### src/game_pkg.sv
/* shared definitions for the paddle game: coordinate and colour widths,
   decoded commands, game states and the palette */
`default_nettype none

package game_pkg;

    localparam int COORD_W = 12;
    localparam int RGB_W = 12;    // 4 bits per channel

    // bit order of the button vector in button_decode follows this encoding
    typedef enum logic [2:0] {
        CMD_P1_LEFT  = 3'd0,
        CMD_P1_RIGHT = 3'd1,
        CMD_P2_LEFT  = 3'd2,
        CMD_P2_RIGHT = 3'd3,
        CMD_START    = 3'd4
    } cmd_t;

    typedef enum logic {
        ST_IDLE = 1'b0,
        ST_PLAY = 1'b1
    } game_state_t;

    // ******************************************************************
    // palette, none of these is black
    // ******************************************************************
    localparam logic [RGB_W-1:0] COL_BG   = 12'h125;  // dark blue field
    localparam logic [RGB_W-1:0] COL_P1   = 12'hf40;
    localparam logic [RGB_W-1:0] COL_P2   = 12'h0c4;
    localparam logic [RGB_W-1:0] COL_BALL = 12'hfff;

endpackage

`default_nettype wire
### src/vga_if.sv
/* raster timing and pixel bundle with source and sink modports */
`timescale 1ns/1ps
`default_nettype none

interface vga_if;
    import game_pkg::*;

    logic [COORD_W-1:0] hcount;
    logic [COORD_W-1:0] vcount;
    logic               hsync;
    logic               vsync;
    logic               hblnk;
    logic               vblnk;
    logic [RGB_W-1:0]   rgb;

    modport source (output hcount, vcount, hsync, vsync, hblnk, vblnk, rgb);
    modport sink (input hcount, vcount, hsync, vsync, hblnk, vblnk, rgb);

endinterface

`default_nettype wire

### src/game_top.sv
/* top level of the paddle game: timing, button decode, game update
   and frame drawing */
`timescale 1ns/1ps
`default_nettype none

module game_top #(
    parameter int H_ACTIVE  = 800,
    parameter int H_FRONT   = 40,
    parameter int H_SYNC    = 128,
    parameter int H_BACK    = 88,
    parameter int V_ACTIVE  = 600,
    parameter int V_FRONT   = 1,
    parameter int V_SYNC    = 4,
    parameter int V_BACK    = 23,
    parameter int PAD_W     = 64,
    parameter int PAD_H     = 8,
    parameter int PAD_STEP  = 8,
    parameter int BALL_SIZE = 8,
    parameter int BALL_STEP = 2
) (
    input  logic                       clk_40,
    input  logic                       reset,
    input  logic                       btn_left1,
    input  logic                       btn_right1,
    input  logic                       btn_left2,
    input  logic                       btn_right2,
    input  logic                       btn_start,
    output logic                       hsync,
    output logic                       vsync,
    output logic [game_pkg::RGB_W-1:0] rgb
);
    import game_pkg::*;

    vga_if vga_tim();
    vga_if vga_out();

    logic               cmd_valid;
    logic               cmd_ready;
    cmd_t               cmd;
    logic [COORD_W-1:0] p1_x;
    logic [COORD_W-1:0] p2_x;
    logic [COORD_W-1:0] ball_x;
    logic [COORD_W-1:0] ball_y;
    game_state_t        state;

    assign hsync = vga_out.hsync;
    assign vsync = vga_out.vsync;
    assign rgb   = vga_out.rgb;

    vga_timing #(
        .H_ACTIVE(H_ACTIVE), .H_FRONT(H_FRONT), .H_SYNC(H_SYNC), .H_BACK(H_BACK),
        .V_ACTIVE(V_ACTIVE), .V_FRONT(V_FRONT), .V_SYNC(V_SYNC), .V_BACK(V_BACK)
    ) u_vga_timing (
        .clk_40(clk_40),
        .reset(reset),
        .vga_out(vga_tim)
    );

    button_decode u_button_decode (
        .clk_40(clk_40),
        .reset(reset),
        .btn_left1(btn_left1),
        .btn_right1(btn_right1),
        .btn_left2(btn_left2),
        .btn_right2(btn_right2),
        .btn_start(btn_start),
        .cmd_valid(cmd_valid),
        .cmd_ready(cmd_ready),
        .cmd(cmd)
    );

    game_update #(
        .H_ACTIVE(H_ACTIVE), .V_ACTIVE(V_ACTIVE), .PAD_W(PAD_W), .PAD_STEP(PAD_STEP),
        .BALL_SIZE(BALL_SIZE), .BALL_STEP(BALL_STEP)
    ) u_game_update (
        .clk_40(clk_40),
        .reset(reset),
        .vga_in(vga_tim),    // frame start only
        .cmd_valid(cmd_valid),
        .cmd_ready(cmd_ready),
        .cmd(cmd),
        .p1_x(p1_x),
        .p2_x(p2_x),
        .ball_x(ball_x),
        .ball_y(ball_y),
        .state(state)
    );

    frame_draw #(
        .V_ACTIVE(V_ACTIVE), .PAD_W(PAD_W), .PAD_H(PAD_H), .BALL_SIZE(BALL_SIZE)
    ) u_frame_draw (
        .clk_40(clk_40),
        .reset(reset),
        .vga_in(vga_tim),
        .vga_out(vga_out),
        .p1_x(p1_x),
        .p2_x(p2_x),
        .ball_x(ball_x),
        .ball_y(ball_y),
        .state(state)
    );

endmodule

`default_nettype wire

### src/frame_draw.sv
/* frame renderer: background, both paddles and the ball,
   one register stage on the raster */
`timescale 1ns/1ps
`default_nettype none

module frame_draw #(
    parameter int V_ACTIVE  = 600,
    parameter int PAD_W     = 64,
    parameter int PAD_H     = 8,
    parameter int BALL_SIZE = 8
) (
    input  logic                          clk_40,
    input  logic                          reset,
    vga_if.sink                           vga_in,
    vga_if.source                         vga_out,
    input  logic [game_pkg::COORD_W-1:0]  p1_x,
    input  logic [game_pkg::COORD_W-1:0]  p2_x,
    input  logic [game_pkg::COORD_W-1:0]  ball_x,
    input  logic [game_pkg::COORD_W-1:0]  ball_y,
    input  game_pkg::game_state_t         state
);
    import game_pkg::*;

    logic [COORD_W-1:0] hc;
    logic [COORD_W-1:0] vc;
    logic               in_ball;
    logic               in_p1;
    logic               in_p2;
    logic [RGB_W-1:0]   rgb_nxt;

    assign hc = vga_in.hcount;
    assign vc = vga_in.vcount;

    assign in_ball = (state == ST_PLAY) &&    // hidden in idle
                     (hc >= ball_x) && (hc < ball_x + COORD_W'(BALL_SIZE)) &&
                     (vc >= ball_y) && (vc < ball_y + COORD_W'(BALL_SIZE));
    assign in_p1   = (vc >= COORD_W'(V_ACTIVE - PAD_H)) &&
                     (hc >= p1_x) && (hc < p1_x + COORD_W'(PAD_W));
    assign in_p2   = (vc < COORD_W'(PAD_H)) &&
                     (hc >= p2_x) && (hc < p2_x + COORD_W'(PAD_W));

    always_comb begin
        if (vga_in.hblnk || vga_in.vblnk)
            rgb_nxt = '0;
        else if (in_ball)
            rgb_nxt = COL_BALL;
        else if (in_p1)
            rgb_nxt = COL_P1;
        else if (in_p2)
            rgb_nxt = COL_P2;
        else
            rgb_nxt = COL_BG;
    end

    // whole raster moves one cycle together
    always_ff @(posedge clk_40) begin
        if (reset) begin
            vga_out.hcount <= '0;
            vga_out.vcount <= '0;
            vga_out.hsync  <= 1'b0;
            vga_out.vsync  <= 1'b0;
            vga_out.hblnk  <= 1'b0;
            vga_out.vblnk  <= 1'b0;
            vga_out.rgb    <= '0;
        end else begin
            vga_out.hcount <= vga_in.hcount;
            vga_out.vcount <= vga_in.vcount;
            vga_out.hsync  <= vga_in.hsync;
            vga_out.vsync  <= vga_in.vsync;
            vga_out.hblnk  <= vga_in.hblnk;
            vga_out.vblnk  <= vga_in.vblnk;
            vga_out.rgb    <= rgb_nxt;
        end
    end

endmodule

`default_nettype wire

### src/game_update.sv
/* game state FSM, paddle positions and per-frame ball motion */
`timescale 1ns/1ps
`default_nettype none

module game_update #(
    parameter int H_ACTIVE  = 800,
    parameter int V_ACTIVE  = 600,
    parameter int PAD_W     = 64,
    parameter int PAD_STEP  = 8,
    parameter int BALL_SIZE = 8,
    parameter int BALL_STEP = 2
) (
    input  logic                          clk_40,
    input  logic                          reset,
    vga_if.sink                           vga_in,
    input  logic                          cmd_valid,
    output logic                          cmd_ready,
    input  game_pkg::cmd_t                cmd,
    output logic [game_pkg::COORD_W-1:0]  p1_x,
    output logic [game_pkg::COORD_W-1:0]  p2_x,
    output logic [game_pkg::COORD_W-1:0]  ball_x,
    output logic [game_pkg::COORD_W-1:0]  ball_y,
    output game_pkg::game_state_t         state
);
    import game_pkg::*;

    localparam logic [COORD_W-1:0] PAD_MAX    = COORD_W'(H_ACTIVE - PAD_W);
    localparam logic [COORD_W-1:0] BALL_X_MAX = COORD_W'(H_ACTIVE - BALL_SIZE);
    localparam logic [COORD_W-1:0] BALL_Y_MAX = COORD_W'(V_ACTIVE - BALL_SIZE);

    logic               frame_start;
    logic               take;
    logic               dir_x;     // 1 moves right
    logic               dir_y;     // 1 moves down
    logic [COORD_W:0]   next_x;    // {dir, position}
    logic [COORD_W:0]   next_y;

    // paddle step, clamped to the screen
    function automatic logic [COORD_W-1:0] pad_move(
        input logic [COORD_W-1:0] pos,
        input logic               right
    );
        if (right)
            return (pos + COORD_W'(PAD_STEP) > PAD_MAX) ? PAD_MAX : pos + COORD_W'(PAD_STEP);
        return (pos < COORD_W'(PAD_STEP)) ? '0 : pos - COORD_W'(PAD_STEP);
    endfunction

    // one axis of the ball, bounce by parking at the limit
    function automatic logic [COORD_W:0] ball_step(
        input logic [COORD_W-1:0] pos,
        input logic               dir,
        input logic [COORD_W-1:0] lim
    );
        if (dir) begin
            if (pos + COORD_W'(BALL_STEP) > lim)
                return {1'b0, lim};
            return {1'b1, pos + COORD_W'(BALL_STEP)};
        end
        if (pos < COORD_W'(BALL_STEP))
            return {1'b1, {COORD_W{1'b0}}};
        return {1'b0, pos - COORD_W'(BALL_STEP)};
    endfunction

    assign frame_start = (vga_in.hcount == '0) && (vga_in.vcount == '0);
    assign cmd_ready   = !frame_start;    // frame start belongs to the ball
    assign take        = cmd_valid && cmd_ready;
    assign next_x      = ball_step(ball_x, dir_x, BALL_X_MAX);
    assign next_y      = ball_step(ball_y, dir_y, BALL_Y_MAX);

    always_ff @(posedge clk_40) begin
        if (reset) begin
            state  <= ST_IDLE;
            p1_x   <= COORD_W'((H_ACTIVE - PAD_W) / 2);
            p2_x   <= COORD_W'((H_ACTIVE - PAD_W) / 2);
            ball_x <= COORD_W'((H_ACTIVE - BALL_SIZE) / 2);
            ball_y <= COORD_W'((V_ACTIVE - BALL_SIZE) / 2);
            dir_x  <= 1'b1;
            dir_y  <= 1'b1;
        end else begin
            if (take && cmd == CMD_START)
                state <= (state == ST_IDLE) ? ST_PLAY : ST_IDLE;
            if (take && state == ST_PLAY) begin
                case (cmd)
                    CMD_P1_LEFT:  p1_x <= pad_move(p1_x, 1'b0);
                    CMD_P1_RIGHT: p1_x <= pad_move(p1_x, 1'b1);
                    CMD_P2_LEFT:  p2_x <= pad_move(p2_x, 1'b0);
                    CMD_P2_RIGHT: p2_x <= pad_move(p2_x, 1'b1);
                    default: ;
                endcase
            end
            if (frame_start && state == ST_PLAY) begin
                {dir_x, ball_x} <= next_x;
                {dir_y, ball_y} <= next_y;
            end
        end
    end

    assert property (@(posedge clk_40) disable iff (reset)
        ball_x <= BALL_X_MAX && ball_y <= BALL_Y_MAX)
        else $error("ball outside the active area");

endmodule

`default_nettype wire

### src/button_decode.sv
/* button synchronizers, press detection and a four-entry command queue
   with valid/ready output */
`timescale 1ns/1ps
`default_nettype none

module button_decode (
    input  logic           clk_40,
    input  logic           reset,
    input  logic           btn_left1,
    input  logic           btn_right1,
    input  logic           btn_left2,
    input  logic           btn_right2,
    input  logic           btn_start,
    output logic           cmd_valid,
    input  logic           cmd_ready,
    output game_pkg::cmd_t cmd
);
    import game_pkg::*;

    localparam int N_BTN = 5;
    localparam int DEPTH = 4;

    logic [N_BTN-1:0] sync_q1;
    logic [N_BTN-1:0] sync_q2;
    logic [N_BTN-1:0] btn_prev;
    logic [N_BTN-1:0] pending;    // presses still waiting for the queue
    logic [N_BTN-1:0] req;
    logic [N_BTN-1:0] pick;
    cmd_t             pick_cmd;
    cmd_t             fifo_mem [DEPTH];
    logic [1:0]       wr_ptr;
    logic [1:0]       rd_ptr;
    logic [2:0]       count;
    logic             push;
    logic             pop;

    // ******************************************************************
    // synchronizer and edge detect
    // ******************************************************************
    always_ff @(posedge clk_40) begin
        if (reset) begin
            sync_q1  <= '0;
            sync_q2  <= '0;
            btn_prev <= '0;
            pending  <= '0;
        end else begin
            sync_q1  <= {btn_start, btn_right2, btn_left2, btn_right1, btn_left1};
            sync_q2  <= sync_q1;
            btn_prev <= sync_q2;
            pending  <= req & ~pick;    // picked one leaves, even if dropped
        end
    end

    assign req = pending | (sync_q2 & ~btn_prev);

    // lowest bit wins, the rest wait a cycle
    always_comb begin
        pick     = '0;
        pick_cmd = CMD_P1_LEFT;
        for (int i = N_BTN - 1; i >= 0; i--) begin
            if (req[i]) begin
                pick     = N_BTN'(1) << i;
                pick_cmd = cmd_t'(3'(i));
            end
        end
    end

    // ******************************************************************
    // command queue
    // ******************************************************************
    assign push      = (|req) && (count != 3'(DEPTH));    // full queue drops it
    assign pop       = cmd_valid && cmd_ready;
    assign cmd_valid = (count != '0);
    assign cmd       = fifo_mem[rd_ptr];

    always_ff @(posedge clk_40) begin
        if (push)
            fifo_mem[wr_ptr] <= pick_cmd;
    end

    always_ff @(posedge clk_40) begin
        if (reset) begin
            wr_ptr <= '0;
            rd_ptr <= '0;
            count  <= '0;
        end else begin
            if (push)
                wr_ptr <= wr_ptr + 1'b1;
            if (pop)
                rd_ptr <= rd_ptr + 1'b1;
            count <= count + 3'(push) - 3'(pop);
        end
    end

    assert property (@(posedge clk_40) disable iff (reset)
        cmd_valid && !cmd_ready |=> cmd_valid && $stable(cmd))
        else $error("command changed while stalled");

endmodule

`default_nettype wire

### src/vga_timing.sv
/* raster timing generator: line and frame counters with sync
   and blanking windows */
`timescale 1ns/1ps
`default_nettype none

module vga_timing #(
    parameter int H_ACTIVE = 800,
    parameter int H_FRONT  = 40,
    parameter int H_SYNC   = 128,
    parameter int H_BACK   = 88,
    parameter int V_ACTIVE = 600,
    parameter int V_FRONT  = 1,
    parameter int V_SYNC   = 4,
    parameter int V_BACK   = 23
) (
    input  logic  clk_40,
    input  logic  reset,
    vga_if.source vga_out
);
    import game_pkg::*;

    localparam int H_TOTAL  = H_ACTIVE + H_FRONT + H_SYNC + H_BACK;
    localparam int V_TOTAL  = V_ACTIVE + V_FRONT + V_SYNC + V_BACK;
    localparam int HS_START = H_ACTIVE + H_FRONT;
    localparam int VS_START = V_ACTIVE + V_FRONT;

    logic [COORD_W-1:0] hcount;
    logic [COORD_W-1:0] vcount;

    always_ff @(posedge clk_40) begin
        if (reset) begin
            hcount <= '0;
            vcount <= '0;
        end else if (hcount == COORD_W'(H_TOTAL - 1)) begin
            hcount <= '0;    // end of line
            vcount <= (vcount == COORD_W'(V_TOTAL - 1)) ? '0 : vcount + 1'b1;
        end else begin
            hcount <= hcount + 1'b1;
        end
    end

    assign vga_out.hcount = hcount;
    assign vga_out.vcount = vcount;
    assign vga_out.hblnk  = (hcount >= COORD_W'(H_ACTIVE));
    assign vga_out.vblnk  = (vcount >= COORD_W'(V_ACTIVE));
    assign vga_out.hsync  = (hcount >= COORD_W'(HS_START)) &&
                            (hcount < COORD_W'(HS_START + H_SYNC));
    assign vga_out.vsync  = (vcount >= COORD_W'(VS_START)) &&
                            (vcount < COORD_W'(VS_START + V_SYNC));
    assign vga_out.rgb    = '0;    // black, painted over by frame_draw

    assert property (@(posedge clk_40) disable iff (reset)
        hcount < COORD_W'(H_TOTAL))
        else $error("hcount beyond line length");

endmodule

`default_nettype wire

### config.mk
export PLATFORM = sky130hd
export DESIGN_NAME = game_top
export DESIGN_NICKNAME = d
export VERILOG_FILES = /design/src/game_pkg.sv /design/src/vga_if.sv /design/src/game_top.sv /design/src/frame_draw.sv /design/src/game_update.sv /design/src/button_decode.sv /design/src/vga_timing.sv
export SDC_FILE = /design/constraint.sdc
export NUM_CORES = 1
export LEC_CHECK = 0
export BUFFER_PORTS_ARGS = -buffer_cell sky130_fd_sc_hd__buf_2
export CAP_MARGIN = 20
export CORE_MARGIN = 2
export CORE_UTILIZATION = 40
export DETAILED_ROUTE_END_ITERATION = 16
export MAX_ROUTING_LAYER = met4
export PLACE_DENSITY = 0.59
export SYNTH_ARGS = -nofsm -noshare
export SYNTH_HDL_FRONTEND = slang
export SYNTH_SLANG_ARGS = --single-unit
### constraint.sdc
create_clock -name clk_40 -period 5.42 [get_ports clk_40]
set_clock_uncertainty 0.05 [all_clocks]
set_input_delay 0.813 -clock clk_40 [delete_from_list [all_inputs] [get_ports clk_40]]
set_output_delay 0.813 -clock clk_40 [all_outputs]
set_load 0.05 [all_outputs]
==> metrics.md, run 1 <==
| Metric | Value |
|---|---|
| Sequential area share after synthesis | 28.0% |
| Largest net degree at the start of global routing | 47 |
| Cells along the critical path | ha_1 -> nand3_1 -> nor3_1 -> nand3_1 -> xnor2_1 -> ha_1 -> nand2_1 -> o311ai_1 -> o21ai_0 |
| Number of global-route vias before repair | 7202 |
| Synth Register Bits | 116 |
| R2r worst-path depth | 9 |
| GRT Total Usage | 20.7% |
| RSZ-0062 raised after global routing | false |
| CP max stage delay | 800 ps |
| Critical path type | register to register |
| Post-cts resize count | 0 |
| Num CTS Buffers | 17 |
| I/O pins | 21 |
| Yosys top cell by area | dfxtp_1 |
| Mapped Area | 0.00871 mm^2 |
| Post-synth top area share | 23.9% |
| CP Max Fanout | 11 |
| First-pass GRT wire length | 36.6 mm |
| Hold Path End | u_button_decode.pending[1] |
| TritonRoute pass-1 iters | 5 |
| M1 GR Usage | 27.9% |
| GRT Max-Usage Layer | met2 |
| Initial Utilization | 41.0% |
| Achievable Freq | 0.301 GHz |
| Htree depth | 4 |
| RR Startpoint | u_game_update.ball_x[3] |
| Clock Latency Late Sink | 430 ps |
| Final net count | 1163 |
| Cells after Synth | 1076 |
| Synth top area cells | dfxtp_1 (24%), ha_1 (14%), xnor2_1 (4.9%) |
| Vias per cell | 5.80 |
| CTS tree | done |
| Final cell count without fillers | 1345 |
| Die width | 152 um |
| Clock Path Buffers | 2 |
| Hold_sp | u_button_decode.btn_prev[0] |
| Grt ovf | 0 |
| Root buffer cell | clkbuf_16 |
| Type of the most critical hold path | register to register |
| Critical path startpoint category | register |
| Yosys warning total | 0 |
| Overall routed net length | 22.1 mm |
| Dpl cells | 1313 |
| DP Area | 0.00893 mm^2 |
| Diode count | 0 |
| Required @ worst endpoint | 5620 ps |
| Critical path's slowest cell | o311ai_1 |
| Worst R2R End | u_frame_draw.vga_out.rgb[2] |
| Hold Path Depth | 1 |
| Share of layout cells above drive strength 1 | 7.38% |
| Antenna violations before repair | 0 |
| Post-route cell area | 0.00947 mm^2 |
| Drt drc | 0 |
| Post-synthesis async set-or-reset flop share | 0% |
| Final hold vios | 0 |
| Routed wire length per instance | 16.4 um |
| Max cap viols | 0 |
| Fin crit share | 61.4% |
| M3 GR Usage | 3.29% |
| Final count of negative-setup-slack endpoints | 0 |
| Grt met2 use | 31.5% |
| Primary FF master, synth | dfxtp_1 |
| Slew headroom | 33.8% |
| Buffers on Ports | 20 |
| R2R setup slack | 2090 ps |
| P&R area growth vs syn | 8.70% |
| Post-synth EDFFs | 12 |
| Row count | 53 |
| GPL Wtd Cong | 0.837 |
| Core Area | 0.0212 mm^2 |
| Fin. max-slew vios | 0 |
| Initial drt markers | 443 |
| Post-CTS Setup Bufs | 0 |
| Max VDD drop | 0.000193 V |
| Antenna Violating Nets Remaining | 0 |
| Crit path DAT | 3530 ps |
| Leakage | 3.64 nW |
| Worst Setup End Kind | register |
| Synth cell types | 76 |
| Status | finished, final reports clean |
| Power Density | 260 mW/mm^2 |
| Die area | 0.0230 mm^2 |
| Clk slew on worst S/H paths | 60 ps |
| Die Ht | 152 um |
| Hold Buf Count CTS | 0 |
| Total negative slack | 0 ps |
| Worst-margin pin slew | 977 ps |
| Synth Area per Inst | 8.10 um^2 |
| DR vias | 7801 |
| Min cycle time layout | 3330 ps |
| Post-DP HPWL | 16.1 mm |
| Synth Net Count | 1182 |
| Clock sink total | 116 |
final cells by class:
type | instances | area (um^2)
Sequential cell | 116 | 2440
Clock inverter | 13 | 110
Inverter | 71 | 267
Multi-Input combinational cell | 828 | 5750
Timing Repair Buffer | 23 | 123
Tap cell | 275 | 344
Clock buffer | 19 | 433
Fill cell | 2124 | 11800
worst max path at each step:
stage / start / endpoint / slack, ps
finish: u_game_update.ball_x[3] / u_frame_draw.vga_out.rgb[2] / 2090
global route: u_game_update.ball_x[3] / u_frame_draw.vga_out.rgb[2] / 1710
CTS: u_game_update.ball_x[3] / u_frame_draw.vga_out.rgb[2] / 2130
detailed placement: u_game_update.ball_x[3] / u_frame_draw.vga_out.rgb[2] / 2130
global placement: u_game_update.ball_x[3] / u_frame_draw.vga_out.rgb[5] / 1800
floorplan: u_vga_timing.vga_out.vcount[3] / u_button_decode.count[2] / 2630
layout by cell type, fill, tap and decap left out, types with 5 or more instances in the layout:
| cell | Yosys | layout |
|---|---|---|
| a211o_1 | 6 | 6 |
| a211oi_1 | 13 | 13 |
| a21o_1 | 7 | 7 |
| a21oi_1 | 55 | 55 |
| a22oi_1 | 5 | 5 |
| a31o_2 | 5 | 5 |
| a31oi_1 | 13 | 13 |
| a41oi_1 | 5 | 5 |
| and2_1 | 10 | 10 |
| and3_1 | 7 | 7 |
| and4_1 | 7 | 7 |
| buf_2 | 3 | 20 |
| clkbuf_16 | 0 | 17 |
| clkinv_1 | 3 | 5 |
| clkinvlp_4 | 0 | 6 |
| dfxtp_1 | 104 | 104 |
| edfxtp_1 | 12 | 12 |
| ha_1 | 98 | 98 |
| inv_1 | 68 | 68 |
| nand2_1 | 58 | 58 |
| nand2b_1 | 6 | 6 |
| nand3_1 | 47 | 47 |
| nand4_1 | 21 | 21 |
| nor2_1 | 82 | 82 |
| nor2b_1 | 26 | 26 |
| nor3_1 | 41 | 41 |
| nor4_1 | 22 | 22 |
| o211ai_1 | 13 | 13 |
| o21a_1 | 13 | 13 |
| o21ai_0 | 72 | 72 |
| o22ai_1 | 9 | 9 |
| o31ai_1 | 12 | 12 |
| or2_2 | 10 | 10 |
| or3_1 | 16 | 16 |
| or4_1 | 8 | 8 |
| xnor2_1 | 49 | 49 |
| xor2_1 | 14 | 14 |
power breakdown:
part	leakage [nW]	internal [mW]	switching, mW
sequential	0.957	0.927	0.0563
clock	0.246	0.625	0.426
combinational	2.43	0.164	0.263
cell usage after synthesis, types with 8 or more instances:
library cell / n
nor4_1: 22
or3_1: 16
and2_1: 10
a31oi_1: 13
o21ai_0: 72
nand3_1: 47
o21a_1: 13
nor2_1: 82
nand4_1: 21
xnor2_1: 49
a211oi_1: 13
a21oi_1: 55
clkbuf_1: 47
nand2_1: 58
or4_1: 8
inv_1: 68
edfxtp_1: 12
dfxtp_1: 104
ha_1: 98
or2_2: 10
nor3_1: 41
xor2_1: 14
o211ai_1: 13
o31ai_1: 12
o22ai_1: 9
nor2b_1: 26
cells by family (layout without fill, tap and decap cells):
family          Yosys count  after routing  share of synthesized area, %
compound gates          281            281                          21.4
simple gates            379            379                          22.9
mux                       6              6                          1.13
fa+ha+maj                99             99                          14.3
buf+inv                 132            126                          5.95
xor+xnor                 63             63                          6.33
flops                   116            116                          28.0
stage by stage:
step | util (%) | hold WS (ps) | setup slack [ps] | total power [mW]
2_1_floorplan | - | 349 | 2630 | 1.32
3_3_place_gp | 42.1 | 353 | 1800 | 1.42
3_5_place_dp | 42.1 | 368 | 2130 | 1.43
4_1_cts | 44.6 | 376 | 2130 | 2.49
5_1_grt | 44.6 | 413 | 1710 | 2.59
6_report | 44.6 | 372 | 2090 | 2.46
state kept, by name (all words and copies together), names as in the netlist, named ones only:
register / count
u_button_decode.fifo_mem: 12
u_button_decode.sync_q2: 5
u_game_update.p1_x: 9
u_frame_draw.vga_out.rgb: 7
u_button_decode.wr_ptr: 2
u_game_update.ball_y: 11
u_button_decode.rd_ptr: 2
u_frame_draw.vga_out.vsync: 1
u_button_decode.count: 3
u_vga_timing.vga_out.hcount: 12
u_frame_draw.vga_out.hsync: 1
u_vga_timing.vga_out.vcount: 12
u_game_update.dir_x: 1
u_game_update.state: 1
u_game_update.p2_x: 9
u_game_update.dir_y: 1
u_button_decode.btn_prev: 5
u_game_update.ball_x: 11
u_button_decode.sync_q1: 5
u_button_decode.pending: 4
critical path: cells and delay by family, from the launching register on:
kind | cells | cell delay, ps
AOI/OAI and AO/OA | 2 | 1010
and+or+nand+nor | 4 | 750
adders and majority gates | 2 | 650
DFF | 1 | 530
xor gates and xnor gates | 1 | 170
routing by layer:
metal	routed length, um	part of all wire, %
met1	11000	50
met2	9780	44
met3	933	4.2
met4	418	1.9
met5	0	0
No activity file was read; power rests on OpenSTA's default activity.
==> run 2, diff against run 1 <==
--- a/config.mk
+++ b/config.mk
@@ -5,13 +5,14 @@
 export SDC_FILE = /design/constraint.sdc
 export NUM_CORES = 1
 export LEC_CHECK = 0
+export ABC_AREA = 1
 export BUFFER_PORTS_ARGS = -buffer_cell sky130_fd_sc_hd__buf_2
 export CAP_MARGIN = 20
 export CORE_MARGIN = 2
 export CORE_UTILIZATION = 40
 export DETAILED_ROUTE_END_ITERATION = 16
 export MAX_ROUTING_LAYER = met4
-export PLACE_DENSITY = 0.59
+export PLACE_DENSITY = 0.61
 export SYNTH_ARGS = -nofsm -noshare
 export SYNTH_HDL_FRONTEND = slang
 export SYNTH_SLANG_ARGS = --single-unit
==> constraint.sdc (replaced) <==
create_clock -name clk_40 -period 2.8 [get_ports clk_40]
set_clock_uncertainty 0.05 [all_clocks]
set_input_delay 0.42 -clock clk_40 [delete_from_list [all_inputs] [get_ports clk_40]]
set_output_delay 0.42 -clock clk_40 [all_outputs]
set_load 0.05 [all_outputs]
==> run 2 against run 1 <==
Wire length shrank 1.3%. Clock power grew 100%. Critical path depth grew 4. Critical endpoint is now u_button_decode.count[2]. Sequential share of layout area shrank 1.1 points. Critical path type unchanged. Combinational power grew 120%. Utilization grew 0.77 points. Maximum frequency grew 26%.
==> metrics.md, run 2 <==
| Metric | Value |
|---|---|
| Sequential area share after synthesis | 27.4% |
| Core Area | 0.0218 mm^2 |
| First-pass GRT wire length | 37.1 mm |
| RSZ-0062 raised after global routing | false |
| Final net count | 1425 |
| Power Density | 498 mW/mm^2 |
| Htree depth | 4 |
| Sw Share | 32.1% |
| Largest regs | u_button_decode.fifo_mem (12), u_vga_timing.vga_out.hcount (12), u_vga_timing.vga_out.vcount (12) |
| Max VDD drop | 0.000337 V |
| Setup WS post-layout | 161 ps |
| DR vias | 8129 |
| Yosys warning total | 0 |
| Antenna violations before repair | 0 |
| Post-synth EDFFs | 12 |
| Mapped Area | 0.00891 mm^2 |
| Initial Utilization | 40.8% |
| Clock Path Buffers | 2 |
| Overall routed net length | 21.8 mm |
| Synth cell types | 54 |
| Leakage | 4.69 nW |
| Most frequent cells in the layout | nand2_1 (298), inv_1 (155), nor2_1 (122) |
| Synth Net Count | 1400 |
| Crit path DAT | 2940 ps |
| Required @ worst endpoint | 3100 ps |
| Slew headroom | 62.0% |
| Root buffer cell | clkbuf_16 |
| Num CTS Buffers | 17 |
| Yosys top cell by area | dfxtp_1 |
| Post-synthesis async set-or-reset flop share | 0% |
| Die Ht | 153 um |
| Synth Register Bits | 116 |
| Critical path endpoint | u_button_decode.count[2] |
| Top-count cell post-synth | nand2_1 |
| Drt drc | 0 |
| R2R setup slack | 160 ps |
| Routed wire length per instance | 13.5 um |
| Number of global-route vias before repair | 7639 |
| Commonest cells post-synth | nand2_1 (298), inv_1 (156), nor2_1 (122) |
| Power share of the clock group | 43.0% |
| Total negative slack | 0 ps |
| RR Startpoint | u_vga_timing.vga_out.vcount[0] |
| Pint | 3.35 mW |
| Clock sink total | 116 |
| CP Max Fanout | 7 |
| Buffers on Ports | 20 |
| Pwr Total | 4.93 mW |
| Dpl ws | 168 ps |
| R2r worst-path depth | 13 |
| Combinational power share | 18.9% |
| Worst-margin pin slew | 565 ps |
| Critical path startpoint category | register |
| Type of the most critical hold path | primary input to register |
| Clk slew on worst S/H paths | 60 ps |
| Final count of negative-setup-slack endpoints | 0 |
| Synth top area cells | dfxtp_1 (23%), ha_1 (14%), nand2_1 (13%) |
| Post-synth top area share | 23.4% |
| Fin crit share | 94.3% |
| Die area | 0.0235 mm^2 |
| Cells after Synth | 1294 |
| Diode count | 0 |
| P&R area growth vs syn | 11.2% |
| Utilization after layout | 45.4% |
| Hold Buf Count CTS | 0 |
| Worst R2R End | u_button_decode.count[2] |
| Min cycle time layout | 2640 ps |
| Initial drt markers | 424 |
| I/O pins | 21 |
| Commonest non-fill, non-tap cell in the layout | nand2_1 |
| Vias per cell | 5.04 |
| Worst Setup End Kind | register |
| Switching power | 1.58 mW |
| GRT Total Usage | 19.8% |
| Row count | 54 |
| Largest net degree at the start of global routing | 37 |
| Status | finished, final reports clean |
| Antenna Violating Nets Remaining | 0 |
| Grt ovf | 0 |
| GPL Wtd Cong | 0.914 |
| Critical path type | register to register |
| Share of layout cells above drive strength 1 | 11.0% |
| CP startpoint | u_vga_timing.vga_out.vcount[0] |
| Primary FF master, synth | dfxtp_1 |
| Synth Area per Inst | 6.89 um^2 |
| Clock Latency Late Sink | 430 ps |
| Achievable Freq | 0.379 GHz |
| TritonRoute pass-1 iters | 5 |
| Flop pwr share | 38.1% |
| Fin. max-slew vios | 0 |
| Die width | 153 um |
| Max cap viols | 0 |
| Final hold vios | 0 |
| CTS tree | done |
| Post-DP HPWL | 16.6 mm |
## run 2: power by group through the flow
stage          registers [mW]  clock network, mW  logic [mW]
5_1_grt                  1.89               2.23        1.08
3_5_place_dp             1.91                  0       0.925
4_1_cts                  1.88               2.16       0.933
6_report                 1.88               2.12       0.929
3_3_place_gp             1.91                  0       0.925
2_1_floorplan            1.89                  0       0.739
## run 2: repair_timing
| item | 4_1_cts | 5_1_grt |
|---|---|---|
| resized for setup | 0 | 1 |
| setup endpoints to repair | 0 | 1 |
| setup buffers | 0 | 0 |
## run 2: logic make-up (layout without fill, tap and decap cells)
kind of cell               Yosys count  after routing  share of synthesized area, %
adders and majority gates           99             99                          14.0
xor gates and xnor gates            63             63                          6.19
AOI/OAI and AO/OA                  184            184                          11.2
and+or+nand+nor                    619            619                          31.4
DFF                                116            116                          27.4
buffers and inverters              213            251                          9.80
## run 2: per-layer routing
| metal | track usage (%) | vias to the layer above | part of all wire [%] |
|---|---|---|---|
| met5 | - | - | 0 |
| met4 | 6.13 | 0 | 1.5 |
| met3 | 3.35 | 29 | 4.0 |
| met2 | 31.5 | 158 | 45 |
| met1 | 25.8 | 3666 | 49 |
| li1 | - | 4276 | - |
## run 2: per-stage QoR
step | instances | area (um^2) | hold slack [ps]
floorplan | 1294 | 8910 | 338
global placement | 1580 | 9340 | 348
CTS | 1612 | 9910 | 138
global route | 1612 | 9910 | 146
detailed placement | 1580 | 9340 | 351
finish | 1612 | 9910 | 151
## run 2: worst min-delay path by stage
| stage | cells past startpoint | startpoint | to | slack, ps |
|---|---|---|---|---|
| finish | 3 | btn_start | u_button_decode.sync_q1[4] | 150 |
| CTS | 3 | btn_start | u_button_decode.sync_q1[4] | 140 |
| global route | 3 | btn_right1 | u_button_decode.sync_q1[1] | 150 |
| global placement | 2 | u_button_decode.sync_q1[3] | u_button_decode.sync_q2[3] | 350 |
| floorplan | 2 | u_button_decode.sync_q1[0] | u_button_decode.sync_q2[0] | 340 |
| detailed placement | 2 | u_button_decode.sync_q1[3] | u_button_decode.sync_q2[3] | 350 |
## run 2: area by class of cell
type / instances / area, um^2
Clock buffer: 19 / 443
Tap cell: 280 / 350
Fill cell: 2292 / 11900
Clock inverter: 13 / 129
Inverter: 174 / 659
Timing Repair Buffer: 45 / 288
Multi-Input combinational cell: 965 / 5600
Sequential cell: 116 / 2440
## run 2: worst max-delay path: stages (launching register included)
cell,delay [ps]
dfxtp_1,360
inv_1,100
ha_1,160
inv_1,70
nor3_4,190
nand3_2,120
nand2_2,110
inv_4,60
ha_1,270
inv_1,40
ha_1,190
fa_1,430
or2_2,300
a21oi_1,110
